<file path="config.mk">
export PLATFORM = sky130hd
export DESIGN_NAME = spi_flash_reader
export DESIGN_NICKNAME = d
export VERILOG_FILES = /design/src/common/spi_flash_pkg.sv /design/src/common/flash_xfer_if.sv /design/src/common/flash_req_if.sv /design/src/rtl/spi_flash_reader.sv /design/src/rtl/flash_result.sv /design/src/rtl/spi_shift_engine.sv /design/src/rtl/flash_req_decode.sv
export SDC_FILE = /design/constraint.sdc
export NUM_CORES = 1
export LEC_CHECK = 0
export ABC_AREA = 0
export BUFFER_PORTS_ARGS = -buffer_cell sky130_fd_sc_hd__buf_2
export CORE_MARGIN = 5
export CORE_UTILIZATION = 53
export CTS_BUF_LIST = sky130_fd_sc_hd__clkbuf_4 sky130_fd_sc_hd__clkbuf_8 sky130_fd_sc_hd__clkbuf_16
export DETAILED_ROUTE_END_ITERATION = 10
export GPL_ROUTABILITY_DRIVEN = 0
export HOLD_SLACK_MARGIN = 0.1
export PLACE_DENSITY = 0.78
export SKIP_CTS_REPAIR_TIMING = 1
export SYNTH_ARGS = -nofsm -noshare
export SYNTH_HDL_FRONTEND = slang
export SYNTH_SLANG_ARGS = --single-unit
</file>
<file path="constraint.sdc">
create_clock -name i_clk -period 2.95 [get_ports i_clk]
set_input_delay 0.4425 -clock i_clk [delete_from_list [all_inputs] [get_ports i_clk]]
set_output_delay 0.4425 -clock i_clk [all_outputs]
set_load 0.05 [all_outputs]
</file>
<file path="src/common/spi_flash_pkg.sv">
// Package: bus and flash widths, read opcode, serial bit counts, returned word types
`default_nettype none

package spi_flash_pkg;

	//////////////////////////////////////////////////////////////////////
	// Bus geometry
	//////////////////////////////////////////////////////////////////////

	// Wishbone data word
	localparam int DATA_W = 32;
	// Flash word address, byte address drops the two low zero bits
	localparam int WORD_AW = 22;
	// One extra bus address bit, top bit selects configuration space
	localparam int BUS_AW = WORD_AW + 1;
	// Width of a single SPI byte
	localparam int BYTE_W = 8;
	// Control word bit that carries chip select
	localparam int CS_BIT = 8;

	//////////////////////////////////////////////////////////////////////
	// Serial framing
	//////////////////////////////////////////////////////////////////////

	// Plain serial read command
	localparam logic [BYTE_W-1:0] READ_OPCODE = 8'h03;
	// Bit counter width, wide enough for a whole memory read
	localparam int CNT_W = 7;
	// 8 command + 24 address + 32 data clocks
	localparam logic [CNT_W-1:0] READ_BITS = 7'd64;
	// One byte per user mode write
	localparam logic [CNT_W-1:0] USER_BITS = 7'd8;

	//////////////////////////////////////////////////////////////////////
	// Returned data word
	//////////////////////////////////////////////////////////////////////

	// Control view, upper bits always zero
	typedef struct packed {
		logic [DATA_W-BYTE_W-2:0] pad;
		logic cs_n;
		logic [BYTE_W-1:0] rx_byte;
	} ctl_word_t;

	// Same bus word, either raw flash data or the control view
	typedef union packed {
		logic [DATA_W-1:0] word;
		ctl_word_t ctl;
	} read_word_u;

endpackage

`default_nettype wire
</file>
<file path="src/common/flash_xfer_if.sv">
// Interface: serial timing and chip select state from the shift engine to the result stage
`timescale 1ns/1ns
`default_nettype none

interface flash_xfer_if ();

	// High in the cycle after each serial clock, MISO bit is ready
	logic sample;
	// One pulse once the last bit has been taken in
	logic done;
	// Receive only the low byte while software owns the flash
	logic user_mode;
	// Present chip select level, reported in the control word
	logic cs_n;

	// Shift engine side
	modport engine (
		output sample, done, user_mode, cs_n
	);

	// Result stage side
	modport result (
		input sample, done, user_mode, cs_n
	);

endinterface

`default_nettype wire

</file>
<file path="src/common/flash_req_if.sv">
// Interface: transfer requests from the Wishbone decoder to the SPI shift engine
`timescale 1ns/1ns
`default_nettype none

interface flash_req_if import spi_flash_pkg::*; ();

	// Single cycle start of a 64 clock memory read
	logic start_read;
	// Single cycle start of an 8 clock user byte
	logic start_user;
	// Word address, taken by the engine with start_read
	logic [WORD_AW-1:0] word_addr;
	// Byte to send, taken by the engine with start_user
	logic [BYTE_W-1:0] tx_byte;
	// Leave user mode, release chip select
	logic end_user;
	// Engine has a transfer in flight
	logic busy;
	// Chip select is held low by software
	logic user_mode;

	// Decoder issues requests and watches engine state
	modport decoder (
		output start_read, start_user, word_addr, tx_byte, end_user,
		input busy, user_mode
	);

	// Engine consumes requests and reports its state
	modport engine (
		input start_read, start_user, word_addr, tx_byte, end_user,
		output busy, user_mode
	);

endinterface

`default_nettype wire

</file>
<file path="src/rtl/spi_flash_reader.sv">
// Top level: Wishbone classic slave to SPI NOR flash read controller
`timescale 1ns/1ns
`default_nettype none

module spi_flash_reader import spi_flash_pkg::*; (
	input wire logic i_clk,
	input wire logic i_reset,
	// Wishbone classic slave
	input wire logic i_wb_cyc,
	input wire logic i_wb_stb,
	input wire logic i_wb_we,
	input wire logic [BUS_AW-1:0] i_wb_addr,
	input wire logic [DATA_W-1:0] i_wb_data,
	output logic o_wb_ack,
	output logic [DATA_W-1:0] o_wb_data,
	// SPI flash pins
	output logic o_spi_cs_n,
	output logic o_spi_sck,
	output logic o_spi_mosi,
	input wire logic i_spi_miso
);

	// Decode to result side band
	logic imm_ack;
	logic ctl_sel;
	logic arm;

	// Request path into the engine, timing path out of it
	flash_req_if u_req_if ();
	flash_xfer_if u_xfer_if ();

	// Bus side, one request at a time
	flash_req_decode u_decode (
		.i_clk (i_clk),
		.i_reset (i_reset),
		.i_cyc (i_wb_cyc),
		.i_stb (i_wb_stb),
		.i_we (i_wb_we),
		.i_addr (i_wb_addr),
		.i_data (i_wb_data),
		.req (u_req_if.decoder),
		.o_imm_ack (imm_ack),
		.o_ctl_sel (ctl_sel),
		.o_arm (arm)
	);

	// Serial side, owns chip select and clock
	spi_shift_engine u_engine (
		.i_clk (i_clk),
		.i_reset (i_reset),
		.req (u_req_if.engine),
		.xfer (u_xfer_if.engine),
		.o_spi_cs_n (o_spi_cs_n),
		.o_spi_sck (o_spi_sck),
		.o_spi_mosi (o_spi_mosi)
	);

	// MISO capture and bus return
	flash_result u_result (
		.i_clk (i_clk),
		.i_reset (i_reset),
		.i_spi_miso (i_spi_miso),
		.i_imm_ack (imm_ack),
		.i_ctl_sel (ctl_sel),
		.i_arm (arm),
		.xfer (u_xfer_if.result),
		.o_ack (o_wb_ack),
		.o_data (o_wb_data)
	);

endmodule

`default_nettype wire

</file>
<file path="src/rtl/flash_result.sv">
// Result stage: MISO capture, returned word forming, Wishbone acknowledge
`timescale 1ns/1ns
`default_nettype none

module flash_result import spi_flash_pkg::*; (
	input wire logic i_clk,
	input wire logic i_reset,
	input wire logic i_spi_miso,
	input wire logic i_imm_ack,
	input wire logic i_ctl_sel,
	input wire logic i_arm,
	flash_xfer_if.result xfer,
	output logic o_ack,
	output logic [DATA_W-1:0] o_data
);

	logic [DATA_W-1:0] rx_sr;
	read_word_u ret_word;

	//////////////////////////////////////////////////////////////////////
	// MISO capture
	//////////////////////////////////////////////////////////////////////

	// Bit placed by the flash during the serial clock cycle
	// taken on the edge marked by sample, MSB first
	always_ff @(posedge i_clk)
	begin
		if (i_arm)
			rx_sr <= '0;
		else if (xfer.sample)
		begin
			if (xfer.user_mode)
				// Only the last byte matters in user mode
				rx_sr <= {{(DATA_W-BYTE_W){1'b0}}, rx_sr[BYTE_W-2:0], i_spi_miso};
			else
				rx_sr <= {rx_sr[DATA_W-2:0], i_spi_miso};
		end
	end

	//////////////////////////////////////////////////////////////////////
	// Returned word
	//////////////////////////////////////////////////////////////////////

	// Flash view by default
	// control view keeps the low byte and overlays the chip select level
	always_comb
	begin
		ret_word.word = rx_sr;
		if (i_ctl_sel)
		begin
			ret_word.ctl.pad = '0;
			ret_word.ctl.cs_n = xfer.cs_n;
		end
	end

	assign o_data = ret_word.word;

	// Serial transfer finished, or nothing to clock
	assign o_ack = xfer.done || i_imm_ack;

	// One request in flight, so acknowledges never run back to back
	assert property (@(posedge i_clk) disable iff (i_reset)
		o_ack |=> !o_ack);

endmodule

`default_nettype wire

</file>
<file path="src/rtl/spi_shift_engine.sv">
// SPI shift engine: bit counter, chip select, serial clock, MOSI shifter, user mode flag
`timescale 1ns/1ns
`default_nettype none

module spi_shift_engine import spi_flash_pkg::*; (
	input wire logic i_clk,
	input wire logic i_reset,
	flash_req_if.engine req,
	flash_xfer_if.engine xfer,
	output logic o_spi_cs_n,
	output logic o_spi_sck,
	output logic o_spi_mosi
);

	logic [CNT_W-1:0] bit_cnt;
	logic [DATA_W-1:0] tx_sr;
	logic start_any;
	logic sample_r;
	logic last_sample;
	logic done_r;
	logic busy_r;
	logic cs_n_r;
	logic user_mode_r;

	assign start_any = req.start_read || req.start_user;

	//////////////////////////////////////////////////////////////////////
	// Bit timing
	//////////////////////////////////////////////////////////////////////

	// One serial clock per cycle while bits remain
	assign o_spi_sck = (bit_cnt != '0);

	// Sample trails the serial clock by a cycle
	// last one is seen when the clock has already stopped
	assign last_sample = sample_r && !o_spi_sck;

	always_ff @(posedge i_clk)
	begin
		if (i_reset)
		begin
			bit_cnt <= '0;
			sample_r <= 1'b0;
			done_r <= 1'b0;
			busy_r <= 1'b0;
		end
		else
		begin
			sample_r <= o_spi_sck;
			done_r <= last_sample;
			if (start_any)
			begin
				bit_cnt <= req.start_read ? READ_BITS : USER_BITS;
				busy_r <= 1'b1;
			end
			else
			begin
				if (bit_cnt != '0)
					bit_cnt <= bit_cnt - 1'b1;
				// Free again once the final bit is captured
				if (last_sample)
					busy_r <= 1'b0;
			end
		end
	end

	//////////////////////////////////////////////////////////////////////
	// Chip select and user mode
	//////////////////////////////////////////////////////////////////////

	always_ff @(posedge i_clk)
	begin
		if (i_reset)
		begin
			cs_n_r <= 1'b1;
			user_mode_r <= 1'b0;
		end
		else if (req.start_read)
			cs_n_r <= 1'b0;
		else if (req.start_user)
		begin
			// Software keeps the flash selected across bytes
			cs_n_r <= 1'b0;
			user_mode_r <= 1'b1;
		end
		else if (req.end_user)
		begin
			cs_n_r <= 1'b1;
			user_mode_r <= 1'b0;
		end
		else if (done_r && !user_mode_r)
			// Memory read over, deselect the cycle after acknowledge
			cs_n_r <= 1'b1;
	end

	//////////////////////////////////////////////////////////////////////
	// MOSI shifter
	//////////////////////////////////////////////////////////////////////

	// Command and 24 bit byte address, or the user byte, top bit first
	always_ff @(posedge i_clk)
	begin
		if (req.start_read)
			tx_sr <= {READ_OPCODE, req.word_addr, 2'b00};
		else if (req.start_user)
			tx_sr <= {req.tx_byte, {(DATA_W-BYTE_W){1'b0}}};
		else if (o_spi_sck)
			// Zero fill once command and address are out
			tx_sr <= {tx_sr[DATA_W-2:0], 1'b0};
	end

	assign o_spi_mosi = tx_sr[DATA_W-1];
	assign o_spi_cs_n = cs_n_r;

	// Status back to the decoder
	assign req.busy = busy_r;
	assign req.user_mode = user_mode_r;

	// Timing to the result stage
	assign xfer.sample = sample_r;
	assign xfer.done = done_r;
	assign xfer.user_mode = user_mode_r;
	assign xfer.cs_n = cs_n_r;

	// Clock never runs with the flash deselected
	assert property (@(posedge i_clk) disable iff (i_reset)
		o_spi_cs_n |-> !o_spi_sck);

endmodule

`default_nettype wire

</file>
<file path="src/rtl/flash_req_decode.sv">
// Wishbone request decoder: accepts one request, issues serial transfers or direct acknowledges
`timescale 1ns/1ns
`default_nettype none

module flash_req_decode import spi_flash_pkg::*; (
	input wire logic i_clk,
	input wire logic i_reset,
	input wire logic i_cyc,
	input wire logic i_stb,
	input wire logic i_we,
	input wire logic [BUS_AW-1:0] i_addr,
	input wire logic [DATA_W-1:0] i_data,
	flash_req_if.decoder req,
	output logic o_imm_ack,
	output logic o_ctl_sel,
	output logic o_arm
);

	logic pending;
	logic accept;
	logic cfg_space;
	logic user_wr;
	logic user_end;
	logic mem_rd;
	logic start_read_r;
	logic start_user_r;
	logic end_user_r;
	logic [WORD_AW-1:0] word_addr_r;
	logic [BYTE_W-1:0] tx_byte_r;

	// New request only once the previous one is fully acknowledged
	assign accept = i_cyc && i_stb && !pending && !req.busy;

	//////////////////////////////////////////////////////////////////////
	// Request classification
	//////////////////////////////////////////////////////////////////////

	assign cfg_space = i_addr[BUS_AW-1];
	// Config write, bit 8 low: send a byte and hold chip select
	assign user_wr = cfg_space && i_we && !i_data[CS_BIT];
	// Config write, bit 8 high: release the flash
	assign user_end = cfg_space && i_we && i_data[CS_BIT];
	// Memory read only goes to the flash outside user mode
	assign mem_rd = !cfg_space && !i_we && !req.user_mode;

	always_ff @(posedge i_clk)
	begin
		if (i_reset)
		begin
			pending <= 1'b0;
			start_read_r <= 1'b0;
			start_user_r <= 1'b0;
			end_user_r <= 1'b0;
			o_imm_ack <= 1'b0;
			o_arm <= 1'b0;
			o_ctl_sel <= 1'b0;
		end
		else
		begin
			start_read_r <= accept && mem_rd;
			start_user_r <= accept && user_wr;
			end_user_r <= accept && user_end;
			// Everything that does not clock the flash
			o_imm_ack <= accept && !mem_rd && !user_wr;
			// Clear the receive register ahead of a transfer
			o_arm <= accept && (mem_rd || user_wr);
			// Reads in config space or during user mode see the control word
			if (accept)
				o_ctl_sel <= !i_we && (cfg_space || req.user_mode);
			// Held through the start pulse and the whole engine busy window
			if (accept)
				pending <= 1'b1;
			else if (pending && !req.busy && !start_read_r && !start_user_r)
				pending <= 1'b0;
		end
	end

	// Transfer fields, taken by the engine with the start pulse
	always_ff @(posedge i_clk)
	begin
		if (accept)
		begin
			word_addr_r <= i_addr[WORD_AW-1:0];
			tx_byte_r <= i_data[BYTE_W-1:0];
		end
	end

	assign req.start_read = start_read_r;
	assign req.start_user = start_user_r;
	assign req.end_user = end_user_r;
	assign req.word_addr = word_addr_r;
	assign req.tx_byte = tx_byte_r;

	// Engine must be idle whenever a new transfer is launched
	assert property (@(posedge i_clk) disable iff (i_reset)
		(req.start_read || req.start_user) |-> !req.busy);

endmodule

`default_nettype wire

</file>
=== After elaboration in Yosys (flattened, before gate mapping) ===
Cells that the tools add are included.

* Add/sub/neg operators: 1
* Muxes and demuxes: 18
* Bitwise logic cells: 1
* Reduce and logical (&&, ||, !) cells: 44

{| class="wikitable"
|+ Operators with widths
! cell !! number
|-
| $mux 32 || 3
|-
| $mux 24 || 2
|-
| $mux 7 || 3
|-
| $logic_and 1x1->1 || 20
|-
| $logic_not 1->1 || 11
|-
| $mux 1 || 10
|-
| $reduce_bool 2->1 || 5
|-
| $reduce_bool 7->1 || 1
|-
| $sub 7x1->7 const B || 1
|-
| $logic_or 1x1->1 || 4
|-
| $reduce_bool 4->1 || 1
|-
| $reduce_bool 3->1 || 1
|-
| $reduce_and 2->1 || 1
|-
| $not 1->1 || 1
|}

* Flip-flop bits (word level): 111
* Input bits: 61
* Output and inout bits: 36
* Word-level logic and storage cells: 82

=== Logic depth before layout (Yosys ltp) ===
* Depth after elaboration: 6
* Depth in mapped cells: 7
* Mapped depth without buffers: 6

=== Cells and area by module ===
Synthesis repeated with hierarchy kept, for this count alone.

* Cells, all modules: 383
* Area total of the unflattened synthesis: 4,564.4 um2

{| class="wikitable"
|+ By module, submodules not included
! module !! instances !! cells each !! area each (um2) !! sequential area each (um2)
|-
| spi_shift_engine || 1 || 157 || 1,850.5 || 1,061.0
|-
| flash_result || 1 || 171 || 1,555.2 || 640.6
|-
| flash_req_decode || 1 || 55 || 1,158.6 || 1,041.0
|}

=== Worst setup path after synthesis ===
Ideal clock, no wire load.

* Path kind: reg-to-reg
* From: register u_engine.bit_cnt[0]
* To: register u_engine.tx_sr[10] (enable)
* Setup time: 411 ps
* Data arrival time: 1,666 ps
* Required time: 2,539 ps
* Path slack: 873 ps
* Cell stages (with the launch flop): 7
* Path buffers: 1
* Clock period less this slack: 2,077 ps
* Cells stage by stage: dfxtp_1 > inv_1 > ha_1 > or4b_1 > buf_4 > nor2_8 > nand2_1

* Cells in the longest elaborated chain, start to end: 2

{| class="wikitable"
|+ Ends and longest elaborated chain
! element !! RTL line !! text
|-
| from (decl) || spi_shift_engine.sv:15 || <nowiki>logic [CNT_W-1:0] bit_cnt;</nowiki>
|-
| from (signal assigned) || spi_shift_engine.sv:53 || <nowiki>bit_cnt <= req.start_read ? READ_BITS : USER_BITS;</nowiki>
|-
| from (signal assigned) || spi_shift_engine.sv:59 || <nowiki>bit_cnt <= bit_cnt - 1'b1;</nowiki>
|-
| $reduce_bool 7->1 || spi_shift_engine.sv:32 || <nowiki>assign o_spi_sck = (bit_cnt != '0);</nowiki>
|-
| $reduce_bool 3->1 (no source line) || n/a ||
|-
| to (signal assigned) || spi_shift_engine.sv:104 || <nowiki>tx_sr <= {READ_OPCODE, req.word_addr, 2'b00};</nowiki>
|-
| to (signal assigned) || spi_shift_engine.sv:106 || <nowiki>tx_sr <= {req.tx_byte, {(DATA_W-BYTE_W){1'b0}}};</nowiki>
|-
| to (signal assigned) || spi_shift_engine.sv:109 || <nowiki>tx_sr <= {tx_sr[DATA_W-2:0], 1'b0};</nowiki>
|-
| to (decl) || spi_shift_engine.sv:16 || <nowiki>logic [DATA_W-1:0] tx_sr;</nowiki>
|}

No other way between the ends.
A chain may end at the register's enable or synchronous reset.

=== Worst setup path in the final report ===
* From: register u_engine.bit_cnt[0]
* To: output o_spi_sck

* Cells in the longest elaborated chain, start to end: 1

{| class="wikitable"
|+ Ends and longest elaborated chain
! element !! RTL line !! text
|-
| $reduce_bool 7->1 || spi_shift_engine.sv:32 ||
|-
| to (decl) || spi_flash_reader.sv:18 || <nowiki>output logic o_spi_sck,</nowiki>
|}

No other way between the ends.

==> summary by stage <==
STA
The setup slack of the critical path after layout is 0.323 ns. The count of final setup violators is 0. The clock skew after layout is approximately 0.013 ns. The smallest clock period supported by the final layout is computed as roughly 2.6 ns.

In the final timing run, aggregate negative setup slack is 0 ns. Setup repair after global routing left no endpoint under its margin. The max-slew violation count was 0.

The post-route worst hold slack is ~0.24 ns. For the pin with the worst max-slew slack, the measured transition is about 1.1 ns. The share of the cycle needed by the critical path after routing is between 80% and 90%. The maximum clock frequency is 381 MHz.

The worst max-slew margin expressed relative to the limit is around a quarter. The final-report hold violation count came to 0.

Routing
The top metal layer carrying routed signals is met4. After detailed routing, the met3 layer carries approximately 500 microns of wire. The average vias per placed instance is between 5 and 6.

After detailed routing, the average wire length per cell comes to 14.4 microns. In the final routing, the length of wire on met1 measures between 3000 and 4000 microns. Wire segments on met2 add up to 3720 microns in the final route.

Wires add up to approximately 7800 microns. The number of detailed-routing iterations run before antenna repair is 4. The via count of the routed design is around 2900.

The detailed router finished its first iteration with between 100 and 150 violations. After detailed routing, the number of remaining DRC violations is 0. The detail route stage leaves a number of antenna-violating nets equal to 0.

Place
The count of input and output buffers is 73. OpenSTA, run right after detailed placement, puts the worst setup slack at roughly 0.73 ns. The number of placed cells counting well taps is approximately 530.

The HPWL after detailed placement is 5220 microns.

Outcome
The run finished with clean final reports.

Setup path
STA classifies the critical path endpoint as an output pin. The worst setup path category is flop to output pin. The delay of the slowest cell on the worst path is approximately 0.66 ns. In this run the worst path has a maximum fanout of 10. For the worst flop-to-flop path, the logic depth is 6. The slowest stage of the critical path belongs to the cell sky130_fd_sc_hd__or4b_1. Data on the critical path is required at its endpoint by approximately 2.5 ns.

The startpoint kind of the worst setup timing path is a flop. Traced cell by cell, the critical path runs through inv_1 > ha_1 > or4b_1 > nor2_8 > inv_4 > buf_2. For the worst setup path, the data arrival time is about 2.2 ns.

Synthesis
Counting flops and latches in the post-synthesis netlist gives 111. The synthesized instance count is 374. The number of warnings issued by yosys is 0. Synthesis produced a netlist with a net count of roughly 440. The synthesized netlist occupies a cell area of 0.00436 sq mm. The mean area per synthesized cell is ~12 sq um. The sequential share of the synthesized area is between 60% and 70%.

After synthesis, the netlist uses 43 different library cells.

Floorplanning
The core outline area is a little over 0.008 sq mm. The die is 101 microns tall. The die area is about 0.010 sq mm. The top-level I/O count is 97. The die width is between 100 and 150 microns. The initial utilization of the core area, before any placement, comes to between 50% and 60%. The floorplan has 33 rows.

Clocking
The clock passes through at most 2 buffers. The CTS tree is built. The clock latency of the later-clocked register in the worst-skew pair is ~0.37 ns.

The clock-pin slew reported for the worst setup and hold paths after clock tree synthesis is roughly 0.11 ns. The clock drives 111 sinks. The TritonCTS buffer count is 9. CTS placed an instance of sky130_fd_sc_hd__clkbuf_8 at the clock tree root. The number of levels in the clock H-tree is 3.

Worst hold path
The cell count of the worst hold path is 1. The worst hold-check path type is input pin to flop.

Layout
After the last flow step, the layout net total stands at just under 500. The area overhead of the layout relative to synthesis is 13.3%. In the final layout, the share of cells above drive strength 1 is 24.7%.

The library cell used most frequently in the layout, excluding fill and tap cells, is sky130_fd_sc_hd__buf_2. The final non-filler cell total is between 500 and 600. In the layout the commonest cells are 73 x sky130_fd_sc_hd__buf_2, 59 x sky130_fd_sc_hd__dfxtp_1, 52 x sky130_fd_sc_hd__edfxtp_1. The number of antenna diodes in the final layout is 0. The number of fillers in the final layout is 702.

Global routing
The number of global-route vias before repair was 2800. The initial antenna violation count was 0. For this run the aggregate overflow at the end of global routing stands at 0. Entering global routing, the biggest net connects 41 pins.

The first-pass GRT wire length is around 13000 microns. In the global route stage, overall resource usage came out at 16.0%.

Power and ir drop
The power density over the cells is between 1000 and 1500 mW/mm^2. For this design the static power due to leakage is 2.05 nW. The design draws ~5.0 mW. The maximum ir drop on the vdd rail is 475 uV.

Job
The number of max-capacitance violations reported is 0.
## through the flow
step / area (sq um) / util [%]
final: 4930 / 61.0
after global routing: 4930 / 61.0
after CTS: 4930 / 61.0
after detailed placement: 4750 / 58.8
after global placement: 4750 / 58.8
after floorplan: 4360 / -
## worst max-delay path: cells and delay by family (launching register included)
kind / cells / cell delay, ns
AND/OR/NAND/NOR: 2 / 0.90
buffers and inverters: 3 / 0.39
flip-flops: 1 / 0.34
adder cells (fa/ha/maj): 1 / 0.18
## path summary, 6_finish.rpt
check,endpoint,slack [ns],start
max reg2reg,u_engine.tx_sr[14],0.90,u_engine.bit_cnt[0]
max,o_spi_sck,0.32,u_engine.bit_cnt[0]
min,u_decode.req.word_addr[10],0.24,i_wb_addr[10]
min reg2reg,u_decode.pending,0.47,u_decode.pending
## flip-flops by register name, summed over array words and instances, names as in the netlist
name	count
u_decode.o_arm	1
u_decode.o_ctl_sel	1
u_decode.o_imm_ack	1
u_decode.pending	1
u_decode.req.end_user	1
u_decode.req.start_read	1
u_decode.req.start_user	1
u_decode.req.tx_byte	8
u_decode.req.word_addr	22
u_engine.bit_cnt	7
u_engine.o_spi_cs_n	1
u_engine.req.busy	1
u_engine.req.user_mode	1
u_engine.tx_sr	30
u_engine.xfer.done	1
u_engine.xfer.sample	1
u_result.rx_sr	32
## cell type report
type | count | area (sq um) | share of cell area, %
inverters | 11 | 43.8 | 0.887
flip-flops and latches | 111 | 2740 | 55.6
well taps | 105 | 131 | 2.66
multi-input cells | 219 | 1410 | 28.6
repair buffers | 81 | 425 | 8.62
clock inverters | 7 | 56.3 | 1.14
clock buffers | 9 | 124 | 2.51
## power by group
group	switching, mW	internal (mW)	total, mW
Sequential	0.209	2.13	2.34
Combinational	1.19	0.619	1.81
Clock	0.513	0.316	0.830
Total	1.91	3.06	4.97
## Yosys cell counts
library cell / n / area share, %
sky130_fd_sc_hd__ha_1: 1 / 0.29
sky130_fd_sc_hd__a22oi_1: 8 / 1.4
sky130_fd_sc_hd__a2111oi_0: 1 / 0.20
sky130_fd_sc_hd__o41ai_1: 1 / 0.20
sky130_fd_sc_hd__nor3b_1: 2 / 0.34
sky130_fd_sc_hd__a21o_1: 1 / 0.17
sky130_fd_sc_hd__clkbuf_1: 23 / 2.0
sky130_fd_sc_hd__inv_4: 1 / 0.14
sky130_fd_sc_hd__o21ai_0: 4 / 0.46
sky130_fd_sc_hd__nor4b_2: 1 / 0.34
sky130_fd_sc_hd__o31ai_1: 3 / 0.52
sky130_fd_sc_hd__and3_1: 3 / 0.43
sky130_fd_sc_hd__buf_4: 9 / 1.6
sky130_fd_sc_hd__or2_2: 3 / 0.43
sky130_fd_sc_hd__a22o_1: 20 / 4.0
sky130_fd_sc_hd__inv_1: 9 / 0.78
sky130_fd_sc_hd__a41o_1: 1 / 0.23
sky130_fd_sc_hd__nand3b_1: 15 / 2.6
sky130_fd_sc_hd__or4b_1: 1 / 0.23
sky130_fd_sc_hd__and2_1: 1 / 0.14
sky130_fd_sc_hd__clkinv_1: 1 / 0.086
sky130_fd_sc_hd__nor2_8: 1 / 0.46
sky130_fd_sc_hd__nor3_1: 10 / 1.1
sky130_fd_sc_hd__nor2b_1: 33 / 4.7
sky130_fd_sc_hd__nand2_1: 24 / 2.1
sky130_fd_sc_hd__xnor2_1: 1 / 0.20
sky130_fd_sc_hd__a21oi_1: 24 / 2.8
sky130_fd_sc_hd__dfxtp_1: 59 / 27
sky130_fd_sc_hd__mux2i_1: 8 / 1.8
sky130_fd_sc_hd__a2111oi_2: 5 / 1.7
sky130_fd_sc_hd__buf_1: 1 / 0.086
sky130_fd_sc_hd__or3_1: 3 / 0.43
sky130_fd_sc_hd__a31oi_1: 1 / 0.14
sky130_fd_sc_hd__a211oi_1: 4 / 0.69
sky130_fd_sc_hd__mux2_2: 1 / 0.26
sky130_fd_sc_hd__nand4bb_1: 1 / 0.26
sky130_fd_sc_hd__edfxtp_1: 52 / 36
sky130_fd_sc_hd__a211o_1: 1 / 0.20
sky130_fd_sc_hd__nor4_1: 2 / 0.29
sky130_fd_sc_hd__nand2b_1: 1 / 0.14
sky130_fd_sc_hd__nor2_1: 31 / 2.7
sky130_fd_sc_hd__a311oi_1: 1 / 0.20
sky130_fd_sc_hd__a2bb2oi_1: 1 / 0.20
## per-layer routing
metal,GRT usage (%),up-vias
met2,25.9,77
met4,5.70,0
li1,-,1460
met5,0,-
met3,3.46,6
met1,21.1,1340
## cells by family (layout without fill, tap and decap cells)
family / count (synthesis) / after routing / synth area share [%]
AND/OR/NAND/NOR: 132 / 132 / 16.7
buffers and inverters: 44 / 108 / 4.62
adder cells (fa/ha/maj): 1 / 1 / 0.287
multiplexers: 9 / 9 / 2.10
XOR/XNOR: 1 / 1 / 0.201
flip-flops: 111 / 111 / 63.0
AO/OA/AOI/OAI: 76 / 76 / 13.1
No activity file was read; power rests on OpenSTA's default activity.
